`config.mk`:
```
export PLATFORM = sky130hd
export DESIGN_NAME = eth_rmii_top
export DESIGN_NICKNAME = d
export VERILOG_FILES = /design/src/common/eth_pkg.sv /design/src/common/rmii_pkg.sv /design/src/common/byte_stream_if.sv /design/src/crc/crc32_d8.sv /design/src/hdl/eth_rmii_top.sv /design/src/rmii_rx/rmii_rx_deser.sv /design/src/rmii_rx/rx_fcs_check.sv /design/src/rmii_tx/rmii_tx_framer.sv
export SDC_FILE = /design/constraint.sdc
export NUM_CORES = 1
export LEC_CHECK = 0
export BUFFER_PORTS_ARGS = -buffer_cell sky130_fd_sc_hd__buf_2
export CORE_MARGIN = 8
export CORE_UTILIZATION = 60
export DETAILED_ROUTE_END_ITERATION = 16
export HOLD_SLACK_MARGIN = 0.1
export PLACE_DENSITY = 0.75
export SYNTH_ARGS = -nofsm -noshare
export SYNTH_HDL_FRONTEND = slang
export SYNTH_SLANG_ARGS = --single-unit
```
`constraint.sdc`:
```
create_clock -name sys_clk -period 3.5 [get_ports sys_clk]
set_input_delay 0.7 -clock sys_clk [delete_from_list [all_inputs] [get_ports sys_clk]]
set_output_delay 0.7 -clock sys_clk [all_outputs]
set_load 0.03 [all_outputs]
```
`src/common/eth_pkg.sv`:
```
package eth_pkg;

    // CRC register value as seen by the FCS logic
    typedef logic [31:0] crc_t;

    // Frame delimiters sent ahead of the destination address
    localparam logic [7:0] PREAMBLE_BYTE = 8'h55;
    localparam logic [7:0] SFD_BYTE      = 8'hD5;

    localparam int PREAMBLE_LEN = 7;        // Preamble bytes before the SFD
    localparam int FCS_LEN      = 4;        // Trailer bytes holding the CRC
    localparam int IFG_BYTES    = 12;       // Minimum idle time between frames

    // Reflected form of the IEEE 802.3 polynomial 0x04C11DB7
    localparam crc_t CRC_POLY    = 32'hEDB8_8320;
    localparam crc_t CRC_INIT    = 32'hFFFF_FFFF;

    // Register contents after a frame followed by its own correct FCS
    localparam crc_t CRC_RESIDUE = 32'hDEBB_20E3;

endpackage

```
`src/common/rmii_pkg.sv`:
```
package rmii_pkg;

    // One RMII data transfer, two bits wide on RXD and TXD
    typedef logic [1:0] dibit_t;

    // Bytes move least significant pair first, so bits [1:0] go out first
    localparam int DIBITS_PER_BYTE = 4;

endpackage

```
`src/common/byte_stream_if.sv`:
```
interface byte_stream_if;

    logic       sof;        // First byte after the SFD
    logic       vld;        // One-cycle strobe per byte
    logic [7:0] data;       // Byte value, valid while vld is high
    logic       eof;        // Carrier has dropped, no byte on this cycle

    modport src (
        output sof,
        output vld,
        output data,
        output eof
    );

    modport snk (
        input  sof,
        input  vld,
        input  data,
        input  eof
    );

endinterface

```
`src/crc/crc32_d8.sv`:
```
module crc32_d8 (
    input  logic          sys_clk,
    input  logic          sys_rst_n,
    input  logic          start_vld,
    input  logic          data_vld,
    input  logic [7:0]    data,
    output eth_pkg::crc_t crc,
    output eth_pkg::crc_t fcs
);

    eth_pkg::crc_t crc_q;

    // Advance the reflected register over one byte, bit 0 of the byte first.
    // Unrolled by synthesis into the usual eight-level XOR network
    function automatic eth_pkg::crc_t crc_step(
        input eth_pkg::crc_t c,
        input logic [7:0]    d
    );
        eth_pkg::crc_t r;
        r = c;
        for (int i = 0; i < 8; i++) begin
            if (r[0] ^ d[i]) begin
                r = (r >> 1) ^ eth_pkg::CRC_POLY;
            end else begin
                r = r >> 1;
            end
        end
        return r;
    endfunction

    always_ff @(posedge sys_clk) begin
        if (!sys_rst_n) begin
            crc_q <= eth_pkg::CRC_INIT;
        end else if (start_vld) begin
            crc_q <= eth_pkg::CRC_INIT;             // Restart wins over a byte update
        end else if (data_vld) begin
            crc_q <= crc_step(crc_q, data);
        end
    end

    // Transmitted FCS is the full 32-bit complement of the register
    always_ff @(posedge sys_clk) begin
        if (!sys_rst_n) begin
            fcs <= '0;
        end else begin
            fcs <= ~crc_q;                          // Lags the register by one cycle
        end
    end

    assign crc = crc_q;

    // Users schedule restart and byte updates on separate cycles
    a_no_start_with_data: assert property (
        @(posedge sys_clk) disable iff (!sys_rst_n)
        !(start_vld && data_vld)
    );

endmodule

```
`src/hdl/eth_rmii_top.sv`:
```
module eth_rmii_top (
    input  logic                sys_clk,
    input  logic                sys_rst_n,

    // RMII receive pins and user receive side
    input  logic                crs_dv,
    input  rmii_pkg::dibit_t    rxd,
    output logic [7:0]          rx_data,
    output logic                rx_vld,
    output logic                rx_sof,
    output logic                rx_eof,
    output logic                rx_frame_ok,

    // User transmit side and RMII transmit pins
    input  logic                tx_start,
    input  logic [7:0]          tx_data,
    input  logic                tx_last,
    output logic                tx_rd,
    output logic                tx_busy,
    output logic                tx_en,
    output rmii_pkg::dibit_t    txd
);

    byte_stream_if rx_bytes ();     // Deserializer to FCS checker

    rmii_rx_deser rmii_rx_deser_i (
        .sys_clk   (sys_clk),
        .sys_rst_n (sys_rst_n),
        .crs_dv    (crs_dv),
        .rxd       (rxd),
        .out       (rx_bytes.src)
    );

    rx_fcs_check rx_fcs_check_i (
        .sys_clk     (sys_clk),
        .sys_rst_n   (sys_rst_n),
        .in          (rx_bytes.snk),
        .rx_data     (rx_data),
        .rx_vld      (rx_vld),
        .rx_sof      (rx_sof),
        .rx_eof      (rx_eof),
        .rx_frame_ok (rx_frame_ok)
    );

    rmii_tx_framer rmii_tx_framer_i (
        .sys_clk   (sys_clk),
        .sys_rst_n (sys_rst_n),
        .tx_start  (tx_start),
        .tx_data   (tx_data),
        .tx_last   (tx_last),
        .tx_rd     (tx_rd),
        .tx_busy   (tx_busy),
        .tx_en     (tx_en),
        .txd       (txd)
    );

endmodule

```
`src/rmii_rx/rmii_rx_deser.sv`:
```
module rmii_rx_deser (
    input  logic                sys_clk,
    input  logic                sys_rst_n,
    input  logic                crs_dv,
    input  rmii_pkg::dibit_t    rxd,
    byte_stream_if.src          out
);

    logic [7:0] sr;             // Last four dibits, newest in the top pair
    logic [7:0] shifted;        // Shift register including the current dibit
    logic [1:0] cnt;            // Dibit position inside the current byte
    logic       in_frame;       // SFD seen and carrier still present
    logic       first;          // Next byte is the first of the frame
    logic       byte_done;

    assign shifted   = {rxd, sr[7:2]};
    assign byte_done = in_frame && crs_dv && (cnt == 2'(rmii_pkg::DIBITS_PER_BYTE - 1));

    // Cleared while idle so stale bits cannot fake an SFD at carrier rise
    always_ff @(posedge sys_clk) begin
        if (!crs_dv) begin
            sr <= '0;
        end else begin
            sr <= shifted;
        end
    end

    always_ff @(posedge sys_clk) begin
        if (!sys_rst_n) begin
            in_frame <= 1'b0;
            cnt      <= '0;
            first    <= 1'b0;
            out.vld  <= 1'b0;
            out.sof  <= 1'b0;
            out.eof  <= 1'b0;
        end else begin
            out.vld <= 1'b0;
            out.sof <= 1'b0;
            out.eof <= 1'b0;
            if (!crs_dv) begin
                out.eof  <= in_frame;                   // Frame closes when carrier drops
                in_frame <= 1'b0;
            end else if (!in_frame) begin
                // Preamble is all 01 pairs, the SFD ends with a 11 pair
                cnt <= '0;
                if (shifted == eth_pkg::SFD_BYTE) begin
                    in_frame <= 1'b1;
                    first    <= 1'b1;
                end
            end else begin
                cnt <= cnt + 2'd1;
                if (byte_done) begin
                    out.vld <= 1'b1;
                    out.sof <= first;
                    first   <= 1'b0;
                end
            end
        end
    end

    always_ff @(posedge sys_clk) begin
        if (byte_done) begin
            out.data <= shifted;
        end
    end

    // A byte takes four clocks on the wire, so strobes are always spaced
    a_vld_spaced: assert property (
        @(posedge sys_clk) disable iff (!sys_rst_n)
        out.vld |=> !out.vld
    );

endmodule

```
`src/rmii_rx/rx_fcs_check.sv`:
```
module rx_fcs_check (
    input  logic        sys_clk,
    input  logic        sys_rst_n,
    byte_stream_if.snk  in,
    output logic [7:0]  rx_data,
    output logic        rx_vld,
    output logic        rx_sof,
    output logic        rx_eof,
    output logic        rx_frame_ok
);

    localparam int FILL_MAX = eth_pkg::FCS_LEN + 1;

    logic [7:0]    dly [eth_pkg::FCS_LEN];      // Index 0 holds the newest byte
    logic [2:0]    fill;                        // Bytes seen this frame, saturates at FILL_MAX
    logic [7:0]    crc_data;
    logic          crc_upd;
    logic          len_ok;                      // Frame held the FCS and one payload byte
    eth_pkg::crc_t crc;

    // Byte updates run one cycle behind so the restart on sof comes first
    always_ff @(posedge sys_clk) begin
        if (!sys_rst_n) begin
            crc_upd <= 1'b0;
        end else begin
            crc_upd <= in.vld;
        end
    end

    always_ff @(posedge sys_clk) begin
        crc_data <= in.data;
    end

    crc32_d8 crc32_d8_i (
        .sys_clk   (sys_clk),
        .sys_rst_n (sys_rst_n),
        .start_vld (in.sof),
        .data_vld  (crc_upd),
        .data      (crc_data),
        .crc       (crc),
        .fcs       ()
    );

    always_ff @(posedge sys_clk) begin
        if (in.vld) begin
            dly[0] <= in.data;
            for (int i = 1; i < eth_pkg::FCS_LEN; i++) begin
                dly[i] <= dly[i-1];
            end
        end
    end

    always_ff @(posedge sys_clk) begin
        if (!sys_rst_n) begin
            fill <= '0;
        end else if (in.eof) begin
            fill <= '0;
        end else if (in.vld) begin
            if (in.sof) begin
                fill <= 3'd1;
            end else if (fill != 3'(FILL_MAX)) begin
                fill <= fill + 3'd1;
            end
        end
    end

    // The four newest bytes stay hidden, which leaves the FCS behind at eof
    assign rx_vld  = in.vld && !in.sof && (fill >= 3'(eth_pkg::FCS_LEN));
    assign rx_sof  = rx_vld && (fill == 3'(eth_pkg::FCS_LEN));
    assign rx_data = dly[eth_pkg::FCS_LEN-1];

    always_ff @(posedge sys_clk) begin
        if (!sys_rst_n) begin
            rx_eof <= 1'b0;
            len_ok <= 1'b0;
        end else begin
            rx_eof <= in.eof;
            len_ok <= (fill == 3'(FILL_MAX));           // Needs one payload byte at least
        end
    end

    // The last FCS byte folds into the register on the edge that raises rx_eof
    assign rx_frame_ok = rx_eof && len_ok && (crc == eth_pkg::CRC_RESIDUE);

endmodule

```
`src/rmii_tx/rmii_tx_framer.sv`:
```
module rmii_tx_framer (
    input  logic                sys_clk,
    input  logic                sys_rst_n,
    input  logic                tx_start,
    input  logic [7:0]          tx_data,
    input  logic                tx_last,
    output logic                tx_rd,
    output logic                tx_busy,
    output logic                tx_en,
    output rmii_pkg::dibit_t    txd
);

    typedef enum logic [2:0] {
        ST_IDLE,
        ST_PRE,
        ST_SFD,
        ST_DATA,
        ST_FCS,
        ST_GAP
    } state_t;

    state_t        state;
    logic [1:0]    dcnt;        // Dibit position within the byte on the wire
    logic [3:0]    bcnt;        // Byte count for preamble, FCS and gap
    logic [7:0]    sh;          // Byte being sent, shifted right two bits per clock
    logic          last_q;      // Byte in sh was flagged tx_last
    logic          byte_end;
    logic          crc_start;
    logic [1:0]    fcs_sel;
    eth_pkg::crc_t fcs;

    assign byte_end  = (dcnt == 2'(rmii_pkg::DIBITS_PER_BYTE - 1));
    assign tx_rd     = byte_end && ((state == ST_SFD) || (state == ST_DATA && !last_q));
    assign crc_start = (state == ST_SFD) && (dcnt == 2'd0);
    assign fcs_sel   = bcnt[1:0] + 2'd1;
    assign txd       = sh[1:0];

    // Payload bytes fold in as they are latched, fcs is settled well before the trailer
    crc32_d8 crc32_d8_i (
        .sys_clk   (sys_clk),
        .sys_rst_n (sys_rst_n),
        .start_vld (crc_start),
        .data_vld  (tx_rd),
        .data      (tx_data),
        .crc       (),
        .fcs       (fcs)
    );

    always_ff @(posedge sys_clk) begin
        if (!sys_rst_n) begin
            state   <= ST_IDLE;
            dcnt    <= '0;
            bcnt    <= '0;
            sh      <= '0;
            last_q  <= 1'b0;
            tx_en   <= 1'b0;
            tx_busy <= 1'b0;
        end else if (state == ST_IDLE) begin
            dcnt <= '0;
            bcnt <= '0;
            if (tx_start) begin
                state   <= ST_PRE;
                tx_en   <= 1'b1;
                tx_busy <= 1'b1;
                sh      <= eth_pkg::PREAMBLE_BYTE;
            end
        end else begin
            dcnt <= dcnt + 2'd1;
            if (!byte_end) begin
                sh <= sh >> 2;
            end else begin
                // Last dibit of a byte is on the wire, pick the next byte
                case (state)
                    ST_PRE: begin
                        if (bcnt == 4'(eth_pkg::PREAMBLE_LEN - 1)) begin
                            state <= ST_SFD;
                            bcnt  <= '0;
                            sh    <= eth_pkg::SFD_BYTE;
                        end else begin
                            bcnt <= bcnt + 4'd1;
                            sh   <= eth_pkg::PREAMBLE_BYTE;
                        end
                    end
                    ST_SFD: begin
                        state  <= ST_DATA;
                        sh     <= tx_data;
                        last_q <= tx_last;
                    end
                    ST_DATA: begin
                        if (last_q) begin
                            state <= ST_FCS;
                            sh    <= fcs[7:0];              // Low byte leads
                        end else begin
                            sh     <= tx_data;
                            last_q <= tx_last;
                        end
                    end
                    ST_FCS: begin
                        if (bcnt == 4'(eth_pkg::FCS_LEN - 1)) begin
                            state <= ST_GAP;
                            bcnt  <= '0;
                            sh    <= '0;
                            tx_en <= 1'b0;
                        end else begin
                            bcnt <= bcnt + 4'd1;
                            sh   <= fcs[{fcs_sel, 3'b000} +: 8];
                        end
                    end
                    ST_GAP: begin
                        if (bcnt == 4'(eth_pkg::IFG_BYTES - 1)) begin
                            state   <= ST_IDLE;
                            tx_busy <= 1'b0;                // Gap is over, accept a new frame
                        end else begin
                            bcnt <= bcnt + 4'd1;
                        end
                    end
                    default: state <= ST_IDLE;
                endcase
            end
        end
    end

    // Payload requests only happen inside a frame on the wire
    a_rd_in_frame: assert property (
        @(posedge sys_clk) disable iff (!sys_rst_n)
        tx_rd |-> tx_en
    );

endmodule

```
### Word level (Yosys, flattened, before mapping)

Memory sizes are Yosys's and may differ from the RTL's.
Index checks and enable logic that the tools add are counted.

* output and inout port bits: 17
* memories: 1
* RAM bits: 32
* input bits: 15
* logic and storage cells: 228
* bits in registers: 153

* equality and inequality tests: 23
* $lt $le $gt $ge: 1
* bitwise gates (word level): 35
* add/sub/neg operators: 5
* muxes and demuxes: 99
* reduce and logical (&&, ||, !) cells: 40
* shifts and indexed selects: 1

Memories
* rx_fcs_check_i.dly: depth 4, width 8, rd ports 4, clocked after Yosys merged registers in 0, wr ports 4, line rx_fcs_check.sv:14 `logic [7:0] dly [eth_pkg::FCS_LEN];`

Operators by type and width (number)
* 32-bit two-way mux: 58
* 13-bit inverter with 14-bit output: 16
* 8-bit two-way mux: 6
* 32-bit equality test (second input constant): 1
* 32-bit inverter: 1
* 8-bit one-hot mux with 4 select lines: 1
* 32-bit by 6-bit variable part select with 8-bit output: 1
* 3-bit two-way mux: 9
* 1-bit two-way mux: 18
* 2-bit nonzero test: 8
* 1-bit XOR: 16
* 3-bit one-hot mux with 5 select lines: 1
* 3-bit equality test (second input constant): 4
* 4-bit two-way mux: 3
* 4-bit one-hot mux with 3 select lines: 1
* 3-bit AND reduction: 4
* 4-bit AND reduction: 3
* 1-bit logical AND: 10
* 2-bit OR reduction: 5
* 3-bit by 1-bit inequality test with 1-bit output (second input constant): 3
* 8-bit equality test (second input constant): 1
* 2-bit by 1-bit adder with 2-bit output (second input constant): 3
* 3-bit by 2-bit equality test with 1-bit output (second input constant): 2
* 2-bit inequality test (second input constant): 3
* 21 further kinds: 26

### Depth between registers and ports, before layout

Gate-level depths: netlist (run 1).

* word-level depth: 39
* gate-level depth with buffers: 9
* mapped depth without buffers: 7

### By module

From an unflattened synthesis (run 1), not the netlist that was laid out.

* cells, all modules: 847
* area, all modules: 9190.1 µm²

By module, submodules not included
* crc32_d8: cells an instance 266, sequential area each 1281.2 µm², area each 2710.1 µm², instances 2
* rmii_tx_framer: cells an instance 185, sequential area each 400.4 µm², area each 1577.8 µm², instances 1
* rx_fcs_check: cells an instance 83, sequential area each 1241.2 µm², area each 1505.2 µm², instances 1
* rmii_rx_deser: cells an instance 47, sequential area each 500.5 µm², area each 686.9 µm², instances 1

### Worst setup path after synthesis (run 1)

No wires, ideal clock.

* path kind: reg2out
* start point: register rmii_rx_deser_i.out.vld
* end point: output rx_sof
* buffers on the path: 0
* setup slack: 0.889 ns
* stages on the path, launching flop included: 3
* data arrival time: 1.911 ns
* path through: dfxtp_1 > and3b_1 > and2_1

* cells in the longest elaborated chain, start to end: 3

RTL lines
* start, declared: line byte_stream_if.sv:10 `output vld,`
* start signal, assigned: line rmii_rx_deser.sv:33 `out.vld <= 1'b0;`
* start signal, assigned: line rmii_rx_deser.sv:37 `out.vld <= 1'b0;`
* start signal, assigned: line rmii_rx_deser.sv:53 `out.vld <= 1'b1;`
* 1-bit logical AND (2 in series): line rx_fcs_check.sv:68 `assign rx_vld = in.vld && !in.sof && (fill >= 3'(eth_pkg::FCS_LEN));`
* net rx_vld: line eth_rmii_top.sv:9 `output logic rx_vld,`
* 1-bit logical AND: line rx_fcs_check.sv:69 `assign rx_sof = rx_vld && (fill == 3'(eth_pkg::FCS_LEN));`
* end, declared: line eth_rmii_top.sv:10 `output logic rx_sof,`

The timed path passes the listed nets, and every way through them passes these cells.

### Final worst setup path (run 1)

* start point: register rmii_tx_framer_i.state[1]
* end point: output tx_rd

* cells in the longest elaborated chain, start to end: 4
* elaborated cells on any way between the ends: 5
* classes of those cells: eq/ne (2); reduce/logical (3)

RTL lines
* start, declared: line rmii_tx_framer.sv:22 `state_t state;`
* start signal, assigned: line rmii_tx_framer.sv:51 `state <= ST_IDLE;`
* start signal, assigned: line rmii_tx_framer.sv:62 `state <= ST_PRE;`
* start signal, assigned: line rmii_tx_framer.sv:76 `state <= ST_SFD;`
* 3-bit by 2-bit equality test with 1-bit output: line rmii_tx_framer.sv:33 `assign tx_rd = byte_end && ((state == ST_SFD) || (state == ST_DATA && !last_q));`
* 1-bit logical AND: line rmii_tx_framer.sv:33
* 1-bit logical OR (*): line rmii_tx_framer.sv:33
* 1-bit logical AND (*): line rmii_tx_framer.sv:33
* end, declared: line eth_rmii_top.sv:18 `output logic tx_rd,`

Every way passes the cells marked *; elsewhere a longest branch is shown, timed or not.

==> metrics.yaml, run 1 <==
worstSetupStartpointType: "flop"
cts_post_setup_buffers_inserted: 0
timing.final.max_slew_violations: 0
critical_path.cell_chain: "nand2b_1 > a21oi_1 > nand2_2 > inv_1 > buf_2"
yosysMostFrequentCell: "sky130_fd_sc_hd__dfxtp_1"
postCtsHoldBufs: 0
critPathRequiredTime_ns: 2.80
grt_start_max_net_pins: 65
worst-endpoint-arrival_ns: 2.26
vias_in_the_first_global_route: 5664
final-hold-violation-count: 0
drt_first_iter_violations: 482
clock_tree_from_tritoncts: "yes"
least_margin_pin_slew_ns: 0.945
ctsRootBufferMaster: "sky130_fd_sc_hd__clkbuf_16"
netlist.top_cell.by_area: "sky130_fd_sc_hd__dfxtp_1"
synth.avg_cell_area_um2: 10.6
cts.clk_slew.worst_paths_ns: 0.07
drc: 0
placementRows: 42
syn_inst: 761
critical_path.max_stage_delay_ns: 0.67
p_leak_nw: 3.54
final_clock_period_utilization_by_the_worst_path_pct: 84.5
setup-tns-final_ns: 0
crit_path_max_fanout: 19
vias_per_cell: 5.72
worst_vdd_drop_v: 0.000420
drt-pass1-iter-count: 5
timing.clock.skew_ns: 0.00768
cts_resized: 0
grt_antenna_before_repair: 0
synth.yosys.seq_area_share_pct: 50.5
clkLatencyLatePin_ns: 0.43
synthDistinctLibCells: 64
postSynth.topFlopCell: "sky130_fd_sc_hd__dfxtp_1"
cts-root-to-sink-buffers: 2
finalNetCount: 799
floorplan.core_area_mm2: 0.0132
maxCapViolations: 0
setup_viol: 0
worst-setup-path-type: "reg -> out"
wirelength_um: 16900
syn2layout_area_growth_pct: 10.5
initial_core_util_pct: 61.0
synth.area.top_cells: "sky130_fd_sc_hd__dfxtp_1 36%, sky130_fd_sc_hd__edfxtp_1 15%, sky130_fd_sc_hd__xnor2_1 8.1%, sky130_fd_sc_hd__xor2_1 5.0%, sky130_fd_sc_hd__nor2_1 3.9%"
power.density_mw_per_mm2: 538
tritoncts_buffers: 17
netlist.area_leader.share_pct: 35.6
grt.overflow.total: 0
synth.cells.most_frequent: "143 x sky130_fd_sc_hd__dfxtp_1, 83 x sky130_fd_sc_hd__nor2_1, 74 x sky130_fd_sc_hd__nand2_1, 74 x sky130_fd_sc_hd__xnor2_1, 46 x sky130_fd_sc_hd__xor2_1"
yosysWarnings: 0
finalCriticalPeriod_ns: 2.96
die-width_um: 132
fmax_mhz: 338
wire_length_of_the_first_global_routing_pass_um: 28200
wire_length_per_cell_after_detailed_routing_um: 17.5
mappedNetlistNets: 784
dp_hpwl_um: 11800
antenna_violating_nets_post_route: 0
clock_sink_count: 183
worst_path_max_delay_cell: "sky130_fd_sc_hd__dfxtp_1"
grt.total_usage_pct: 20.1
synth.ff_latch_count: 183
outcome: "completed"
setup.worst_path.end_class: "primary output"
hp-class: "reg -> reg"
grt_setup_unrepaired: "false"
synth-edff-count: 40
design.die.area_mm2: 0.0174
antenna_cells_inserted: 0
vias: 5517
layout-drive-gt1-share_pct: 12.9
port_buffers: 31
globalplace.congestion: 0.867
final.hold.worst_slack_ns: 0.370
die-height_um: 132
top_level_ports: 32
cts_h_tree_depth: 4
synthesis.area_mm2: 0.00805
async_reset_ff_share_pct: 0
max_slew_margin_pct: 36.6
==> critical path, delay by kind of cell (launching register included) <==
kind / cells / cell delay, ns
AO/OA/AOI/OAI: 1 / 0.39
AND/OR/NAND/NOR: 2 / 0.48
flip-flops: 1 / 0.67
buffers and inverters: 2 / 0.28
==> sequential cells by signal, indices dropped and copies added, names as in the netlist, 2 cells and up, named ones only <==
signal,flops
rmii_rx_deser_i.sr,6
rmii_rx_deser_i.out.data,8
rmii_tx_framer_i.dcnt,2
rmii_tx_framer_i.crc32_d8_i.crc,32
rx_fcs_check_i.dly,32
rx_fcs_check_i.crc_data,8
rmii_tx_framer_i.crc32_d8_i.fcs,32
rmii_rx_deser_i.cnt,2
rx_fcs_check_i.fill,3
rmii_tx_framer_i.sh,8
rmii_tx_framer_i.bcnt,4
rx_fcs_check_i.crc32_d8_i.crc,32
rmii_tx_framer_i.state,2
==> placed cells by master (no fill, tap or decap), types with 8 or more instances in the layout <==
cell type                   count
sky130_fd_sc_hd__nor2_1        83
sky130_fd_sc_hd__ha_1           8
sky130_fd_sc_hd__edfxtp_1      40
sky130_fd_sc_hd__xor2_1        46
sky130_fd_sc_hd__a21oi_1       21
sky130_fd_sc_hd__xnor2_2       12
sky130_fd_sc_hd__nand2_1       73
sky130_fd_sc_hd__nor3_1         9
sky130_fd_sc_hd__clkbuf_16     18
sky130_fd_sc_hd__and2_1        17
sky130_fd_sc_hd__o211ai_1      41
sky130_fd_sc_hd__o21ai_0       31
sky130_fd_sc_hd__inv_1         10
sky130_fd_sc_hd__buf_2         31
sky130_fd_sc_hd__dfxtp_1      143
sky130_fd_sc_hd__xnor2_1       74
==> metrics by stage <==
stage                     cells  worst slack, ns  area [um2]  power (mW)  utilization, %
after detailed placement    933            0.998        8310        2.97            63.0
after global placement      933             1.08        8310        2.95            63.0
after floorplan             761            0.889        8050        2.83               -
final                       965            0.544        8890        4.78            67.4
after CTS                   965            0.550        8890        4.81            67.4
after global routing        965            0.372        8890        4.98            67.4
==> routing by layer <==
metal | wire [um] | share of wire [%] | global-route usage, % | up-vias
li1 | - | - | - | 2657
met1 | 6760 | 40 | 22.2 | 2642
met2 | 8720 | 52 | 35.5 | 173
met3 | 873 | 5.2 | 4.80 | 45
met4 | 567 | 3.4 | 10.4 | 0
met5 | 0 | 0 | 0 | -
==> logic make-up after synthesis <==
| kind of cell | count (synthesis) | synth area share [%] |
|---|---|---|
| XOR/XNOR | 146 | 19.6 |
| adder cells (fa/ha/maj) | 8 | 1.24 |
| buffers and inverters | 52 | 2.58 |
| AND/OR/NAND/NOR | 228 | 13.0 |
| multiplexers | 9 | 1.17 |
| flip-flops | 183 | 50.5 |
| AO/OA/AOI/OAI | 135 | 11.9 |
==> where the power goes <==
part           internal [mW]  leakage [nW]  total (mW)  switching, mW
registers               2.21          1.53        2.28         0.0763
logic                  0.257          1.73       0.653          0.396
clock network          0.983         0.288        1.85          0.863
total                   3.45          3.54        4.78           1.34
==> final timing paths <==
path	start	to	slack (ns)	depth (start not counted)
worst min-delay path	rmii_rx_deser_i.out.data[7]	rx_fcs_check_i.crc_data[7]	0.37	0
worst max register to register	rmii_tx_framer_i.bcnt[0]	rmii_tx_framer_i.sh[5]	0.80	7
worst min register to register	rmii_rx_deser_i.out.data[7]	rx_fcs_check_i.crc_data[7]	0.37	0
worst max-delay path	rmii_tx_framer_i.state[1]	tx_rd	0.54	5
==> area by class of cell <==
type / instances / area (um2)
Sequential cell: 183 / 4060
Tap cell: 176 / 220
Multi-Input combinational cell: 526 / 3790
Clock buffer: 18 / 450
Timing Repair Buffer: 37 / 200
Clock inverter: 14 / 131
Fill cell: 1009 / 4300
Inverter: 11 / 41.3
Note: power is estimated with default switching activity, not from simulation.
==> inputs of run 2 (changes only) <==
--- a/config.mk
+++ b/config.mk
@@ -7,10 +7,10 @@
 export LEC_CHECK = 0
 export BUFFER_PORTS_ARGS = -buffer_cell sky130_fd_sc_hd__buf_2
 export CORE_MARGIN = 8
-export CORE_UTILIZATION = 60
+export CORE_UTILIZATION = 55
 export DETAILED_ROUTE_END_ITERATION = 16
 export HOLD_SLACK_MARGIN = 0.1
-export PLACE_DENSITY = 0.75
+export PLACE_DENSITY = 0.72
 export SYNTH_ARGS = -nofsm -noshare
 export SYNTH_HDL_FRONTEND = slang
 export SYNTH_SLANG_ARGS = --single-unit
==> constraint.sdc (replaced) <==
create_clock -name sys_clk -period 2.4 [get_ports sys_clk]
set_input_delay 0.48 -clock sys_clk [delete_from_list [all_inputs] [get_ports sys_clk]]
set_output_delay 0.48 -clock sys_clk [all_outputs]
set_load 0.03 [all_outputs]
==> run 2 against run 1 <==
Effect of this change:
- die area is 8.0% higher
- final cell count is 2.5% higher
- sequential power is 45% higher
- design area is 1.7% higher
- combinational power is 59% higher
- via count is 0.74% lower
==> metrics.yaml, run 2 (same netlist as run 1, synthesis figures left out) <==
postCtsHoldBufs: 0  # unchanged
final_clock_period_utilization_by_the_worst_path_pct: 93.0
antenna_cells_inserted: 0  # unchanged
worst-endpoint-arrival_ns: 1.75  # was 2.26 ns
worst_slack_ns: 0.167  # was 0.544 ns
antenna_violating_nets_post_route: 0  # unchanged
vias_per_cell: 5.54  # was 5.72
timing.clock.skew_ns: 0.0101  # was 0.00768 ns
drt_first_iter_violations: 520  # was 482
wirelength_um: 16900  # about the same
finalInstanceArea_mm2: 0.00904  # was 0.00889 mm2
crit_path_max_fanout: 3  # was 19
layout-drive-gt1-share_pct: 14.9  # was 12.9%
p_leak_nw: 3.62  # was 3.54 nW
cts_h_tree_depth: 4  # unchanged
die-width_um: 137  # was 132 um
final-hold-violation-count: 0  # unchanged
cts-root-to-sink-buffers: 2  # unchanged
layout_commonest_cell: "sky130_fd_sc_hd__dfxtp_1"  # unchanged
critical_path.max_stage_delay_ns: 0.35  # was 0.67 ns
maxCapViolations: 0  # unchanged
clock_sink_count: 183  # unchanged
grt.total_usage_pct: 18.8  # was 20.1%
worst_path_dominant_cell_family: "simple AND/OR/NAND/NOR gates"  # was flip-flops
placementRows: 44  # was 42
design.die.area_mm2: 0.0188  # was 0.0174 mm2
port_buffers: 31  # unchanged
postLayoutCoreUtil_pct: 62.7  # was 67.4%
clock_tree_from_tritoncts: "yes"  # unchanged
worstPathBufferInverterCount: 1  # was 2
globalplace.congestion: 0.915  # was 0.867
setup_viol: 0  # unchanged
top_level_ports: 32  # unchanged
wire_length_of_the_first_global_routing_pass_um: 27700  # was 28200 um
placement.setup.worst_slack_ns: 0.249  # was 0.998 ns
vias: 5476  # was 5517
worst-setup-path-type: "reg -> out"  # unchanged
cts.clk_slew.worst_paths_ns: 0.07  # about the same
drt-pass1-iter-count: 5  # unchanged
placed_cell_area_mm2: 0.00846  # was 0.00831 mm2
final.hold.worst_slack_ns: 0.259  # was 0.370 ns
timing.final.max_slew_violations: 0  # unchanged
power.density_mw_per_mm2: 767  # was 538 mW/mm2
tritoncts_buffers: 17  # unchanged
setup-tns-final_ns: 0  # unchanged
commonest_non_fill_non_tap_cells_in_the_layout: "143 x sky130_fd_sc_hd__dfxtp_1, 83 x sky130_fd_sc_hd__nor2_1, 74 x sky130_fd_sc_hd__xnor2_1"  # unchanged
worst_path_max_delay_cell: "sky130_fd_sc_hd__dfxtp_1"  # unchanged
critPathRequiredTime_ns: 1.92  # was 2.80 ns
drc: 0  # unchanged
setup.worst_path.end_class: "primary output"  # unchanged
fmax_mhz: 448
clkLatencyLatePin_ns: 0.43  # about the same
least_margin_pin_slew_ns: 0.634  # was 0.945 ns
initial_core_util_pct: 55.8  # was 61.0%
grt_setup_unrepaired: "false"  # unchanged
max_slew_margin_pct: 57.5  # was 36.6%
worstSetupStartpointType: "flop"  # unchanged
grt_antenna_before_repair: 0  # unchanged
ff2ff_setup_slack_ns: 0.19  # was 0.80 ns
finalNetCount: 815  # was 799
ctsRootBufferMaster: "sky130_fd_sc_hd__clkbuf_16"  # unchanged
syn2layout_area_growth_pct: 12.3  # was 10.5%
finalCriticalPeriod_ns: 2.23
outcome: "completed"  # unchanged
wire_length_per_cell_after_detailed_routing_um: 17.1  # was 17.5 um
floorplan.core_area_mm2: 0.0144  # was 0.0132 mm2
hp-class: "in -> reg"  # was reg -> reg
critical_path.cell_chain: "nand4b_1 > nor4_4 > nand2_1 > nor4_2 > buf_4"  # was nand2b_1 > a21oi_1 > nand2_2 > inv_1 > buf_2
die-height_um: 137  # was 132 um
dp_hpwl_um: 11800  # about the same
vias_in_the_first_global_route: 5419  # was 5664
worst_vdd_drop_v: 0.000679  # was 0.000420 V
grt_start_max_net_pins: 65  # unchanged
grt.overflow.total: 0  # unchanged
## run 2: cell types whose count changed in the layout (fill, tap and decap cells not counted), moves of 2 or more
cell / change
sky130_fd_sc_hd__inv_6: -4
sky130_fd_sc_hd__clkinvlp_4: +4
sky130_fd_sc_hd__nor4_1: -2
sky130_fd_sc_hd__inv_8: -2
sky130_fd_sc_hd__clkinv_4: -4
sky130_fd_sc_hd__clkinv_1: +3
sky130_fd_sc_hd__clkinv_2: +3
sky130_fd_sc_hd__buf_4: +16
## run 2: per-stage QoR
step	instances	total power, mW
after floorplan	761	4.13
after global placement	957	4.37
after detailed placement	957	4.39
after CTS	989	6.97
after global routing	989	7.23
final	989	6.94
## run 2: timing repair
item	4_1_cts	5_1_grt
cloned	0	0
setup endpoints to repair	1	2
gates resized for setup	2	5
setup buffers	0	0
## run 2: routing by layer
layer | vias to the layer above | share of wire [%] | wire, um | track usage [%]
met5 | - | 0 | 0 | 0
met4 | 0 | 2.0 | 346 | 7.12
met3 | 28 | 4.6 | 772 | 4.19
met2 | 131 | 49 | 8290 | 31.1
met1 | 2641 | 44 | 7500 | 23.5
li1 | 2676 | - | - | -
## run 2: final cells by class
cell class | count | area, um2
clock buffer | 18 | 439
tap | 184 | 230
inverter | 11 | 41.3
fill | 1165 | 5380
clock inverter | 14 | 109
timing repair buffer | 53 | 335
sequential | 183 | 4060
multi-input combinational | 526 | 3820
## run 2: final timing paths
path                                                         from                          end  depth (start not counted)
worst min-delay path                                       rxd[1]  rmii_rx_deser_i.out.data[7]                          1
worst max register to register           rmii_tx_framer_i.bcnt[0]       rmii_tx_framer_i.sh[6]                          8
worst max-delay path            rx_fcs_check_i.crc32_d8_i.crc[12]                  rx_frame_ok                          5
worst min register to register        rmii_rx_deser_i.out.data[0]   rx_fcs_check_i.crc_data[0]                          0
## run 2: power by group
part / switching, mW / leakage (nW) / internal (mW)
registers: 0.0803 / 1.53 / 3.22
clock network: 1.16 / 0.260 / 1.44
logic: 0.618 / 1.83 / 0.425
## run 2: worst register-to-register path: stages, from the launching register on
cell	delay, ns
sky130_fd_sc_hd__dfxtp_1	0.33
sky130_fd_sc_hd__inv_1	0.08
sky130_fd_sc_hd__ha_1	0.36
sky130_fd_sc_hd__buf_4	0.23
sky130_fd_sc_hd__mux2i_1	0.26
sky130_fd_sc_hd__o22ai_1	0.12
sky130_fd_sc_hd__a222oi_1	0.44
sky130_fd_sc_hd__or3_1	0.19
sky130_fd_sc_hd__a21oi_1	0.06
==> inputs of run 3 (changes only) <==
--- a/config.mk
+++ b/config.mk
@@ -8,6 +8,7 @@
 export BUFFER_PORTS_ARGS = -buffer_cell sky130_fd_sc_hd__buf_2
 export CORE_MARGIN = 8
 export CORE_UTILIZATION = 55
+export CTS_BUF_LIST = sky130_fd_sc_hd__clkbuf_16
 export DETAILED_ROUTE_END_ITERATION = 16
 export HOLD_SLACK_MARGIN = 0.1
 export PLACE_DENSITY = 0.72
==> run 3 against run 2 <==
Effect of this change:
- critical path depth unchanged
- non-clock buffer count is the same
- worst hold slack worse by 0.0022 ns
- critical path type unchanged
- largest power group unchanged
==> metrics.yaml, run 3 (same netlist as run 1, synthesis figures left out) <==
critPathRequiredTime_ns: 1.92  # about the same
critical_path.cell_chain: "nand4b_1 > nor4_4 > nand2_1 > nor4_2 > buf_4"  # unchanged
setup-tns-final_ns: 0  # unchanged
design.die.area_mm2: 0.0188  # unchanged
clkLatencyLatePin_ns: 0.43  # about the same
worst_vdd_drop_v: 0.000680  # was 0.000679 V
grt.total_usage_pct: 18.8  # about the same
layout_commonest_cell: "sky130_fd_sc_hd__dfxtp_1"  # unchanged
grt.overflow.total: 0  # unchanged
cts_resized: 2  # unchanged
antenna_cells_inserted: 0  # unchanged
setup_viol: 0  # unchanged
worstPathBufferInverterCount: 1  # unchanged
drt-pass1-iter-count: 7  # was 5
clock_tree_from_tritoncts: "yes"  # unchanged
worstSetupStartpointType: "flop"  # unchanged
wirelength_um: 16900  # about the same
fillers: 1168  # was 1165
power.density_mw_per_mm2: 764  # was 767 mW/mm2
dp_hpwl_um: 11800  # unchanged
postCtsHoldBufs: 0  # unchanged
layout-drive-gt1-share_pct: 14.8  # was 14.9%
final_clock_period_utilization_by_the_worst_path_pct: 93.2  # was 93.0%
port_buffers: 31  # unchanged
worst-endpoint-arrival_ns: 1.76  # was 1.75 ns
post-layout-total-power_mw: 6.90  # was 6.94 mW
top_level_ports: 32  # unchanged
p_leak_nw: 3.61  # was 3.62 nW
netSwitchingPower_mw: 1.85  # about the same
ctsRootBufferMaster: "sky130_fd_sc_hd__clkbuf_16"  # unchanged
die-height_um: 137  # unchanged
tritoncts_buffers: 17  # unchanged
drc: 0  # unchanged
finalNetCount: 815  # unchanged
placementRows: 44  # unchanged
fmax_mhz: 447  # was 448 MHz
power_frac_comb_pct: 15.1  # was 15.0%
clockPowerShare_pct: 37.1  # was 37.4%
least_margin_pin_slew_ns: 0.629  # was 0.634 ns
power_switching_share_pct: 26.8  # was 26.7%
vias_per_cell: 5.56  # was 5.54
maxCapViolations: 0  # unchanged
final-hold-violation-count: 0  # unchanged
grt_antenna_before_repair: 0  # unchanged
worst_path_max_delay_cell: "sky130_fd_sc_hd__dfxtp_1"  # unchanged
setup.worst_path.end_class: "primary output"  # unchanged
finalCriticalPeriod_ns: 2.24  # was 2.23 ns
worst_path_dominant_cell_family: "simple AND/OR/NAND/NOR gates"  # unchanged
die-width_um: 137  # unchanged
cts-root-to-sink-buffers: 2  # unchanged
cts_h_tree_depth: 4  # unchanged
hp-class: "in -> reg"  # unchanged
globalplace.congestion: 0.915  # unchanged
commonest_non_fill_non_tap_cells_in_the_layout: "143 x sky130_fd_sc_hd__dfxtp_1, 83 x sky130_fd_sc_hd__nor2_1, 74 x sky130_fd_sc_hd__xnor2_1"  # unchanged
power.sequential.fraction_pct: 47.8  # was 47.6%
finalInstanceArea_mm2: 0.00903  # was 0.00904 mm2
max_slew_margin_pct: 57.8  # was 57.5%
initial_core_util_pct: 55.8  # unchanged
timing.clock.skew_ns: 0.0104  # was 0.0101 ns
vias_in_the_first_global_route: 5419  # unchanged
timing.final.max_slew_violations: 0  # unchanged
placed_cell_area_mm2: 0.00846  # unchanged
drt_first_iter_violations: 479  # was 520
crit_path_max_fanout: 3  # unchanged
vias: 5503  # was 5476
critical_path.max_stage_delay_ns: 0.35  # about the same
wire_length_per_cell_after_detailed_routing_um: 17.1  # about the same
grt_start_max_net_pins: 65  # unchanged
syn2layout_area_growth_pct: 12.2  # was 12.3%
worst-setup-path-type: "reg -> out"  # unchanged
internal-power_mw: 5.05  # was 5.08 mW
grt_setup_unrepaired: "false"  # unchanged
floorplan.core_area_mm2: 0.0144  # unchanged
cts_post_setup_buffers_inserted: 0  # unchanged
clock_sink_count: 183  # unchanged
cts.clk_slew.worst_paths_ns: 0.07  # about the same
wire_length_of_the_first_global_routing_pass_um: 27700  # about the same
antenna_violating_nets_post_route: 0  # unchanged
outcome: "completed"  # unchanged
[run 3: worst paths after layout]
| path | start | end | slack, ns | cells past startpoint |
|---|---|---|---|---|
| worst max-delay path | rx_fcs_check_i.crc32_d8_i.crc[12] | rx_frame_ok | 0.16 | 5 |
| worst min-delay path | rxd[1] | rmii_rx_deser_i.out.data[7] | 0.26 | 1 |
| worst max register to register | rmii_tx_framer_i.bcnt[0] | rmii_tx_framer_i.sh[6] | 0.20 | 8 |
| worst min register to register | rmii_rx_deser_i.out.data[0] | rx_fcs_check_i.crc_data[0] | 0.37 | 0 |
[run 3: metrics by stage]
step	std cells	util, %	hold slack, ns	setup slack, ns
after floorplan	761	-	0.343	0.00858
after global placement	957	58.6	0.351	0.338
after detailed placement	957	58.6	0.362	0.249
after CTS	989	62.4	0.249	0.0163
after global routing	989	62.6	0.244	0.0258
final	989	62.6	0.257	0.163
[run 3: metal layers]
metal	routed length (um)	vias up	global-route usage, %
met5	0	-	0
met4	346	0	7.12
met2	8270	160	31.1
met1	7410	2639	23.4
met3	866	28	4.26
li1	-	2676	-
[run 3: cell type report]
cell class | count | area (um2) | share of cell area [%]
clock inverter | 15 | 113 | 1.25
multi-input combinational | 526 | 3820 | 42.3
timing repair buffer | 53 | 335 | 3.71
sequential | 183 | 4060 | 45.0
tap | 184 | 230 | 2.55
clock buffer | 17 | 425 | 4.71
inverter | 11 | 41.3 | 0.457
[run 3: power groups by stage]
stage	combinational (mW)	sequential (mW)	clock, mW
after floorplan	0.794	3.34	0
after global placement	1.01	3.36	0
after detailed placement	1.02	3.37	0
after CTS	1.04	3.30	2.60
after global routing	1.15	3.31	2.74
final	1.04	3.30	2.56
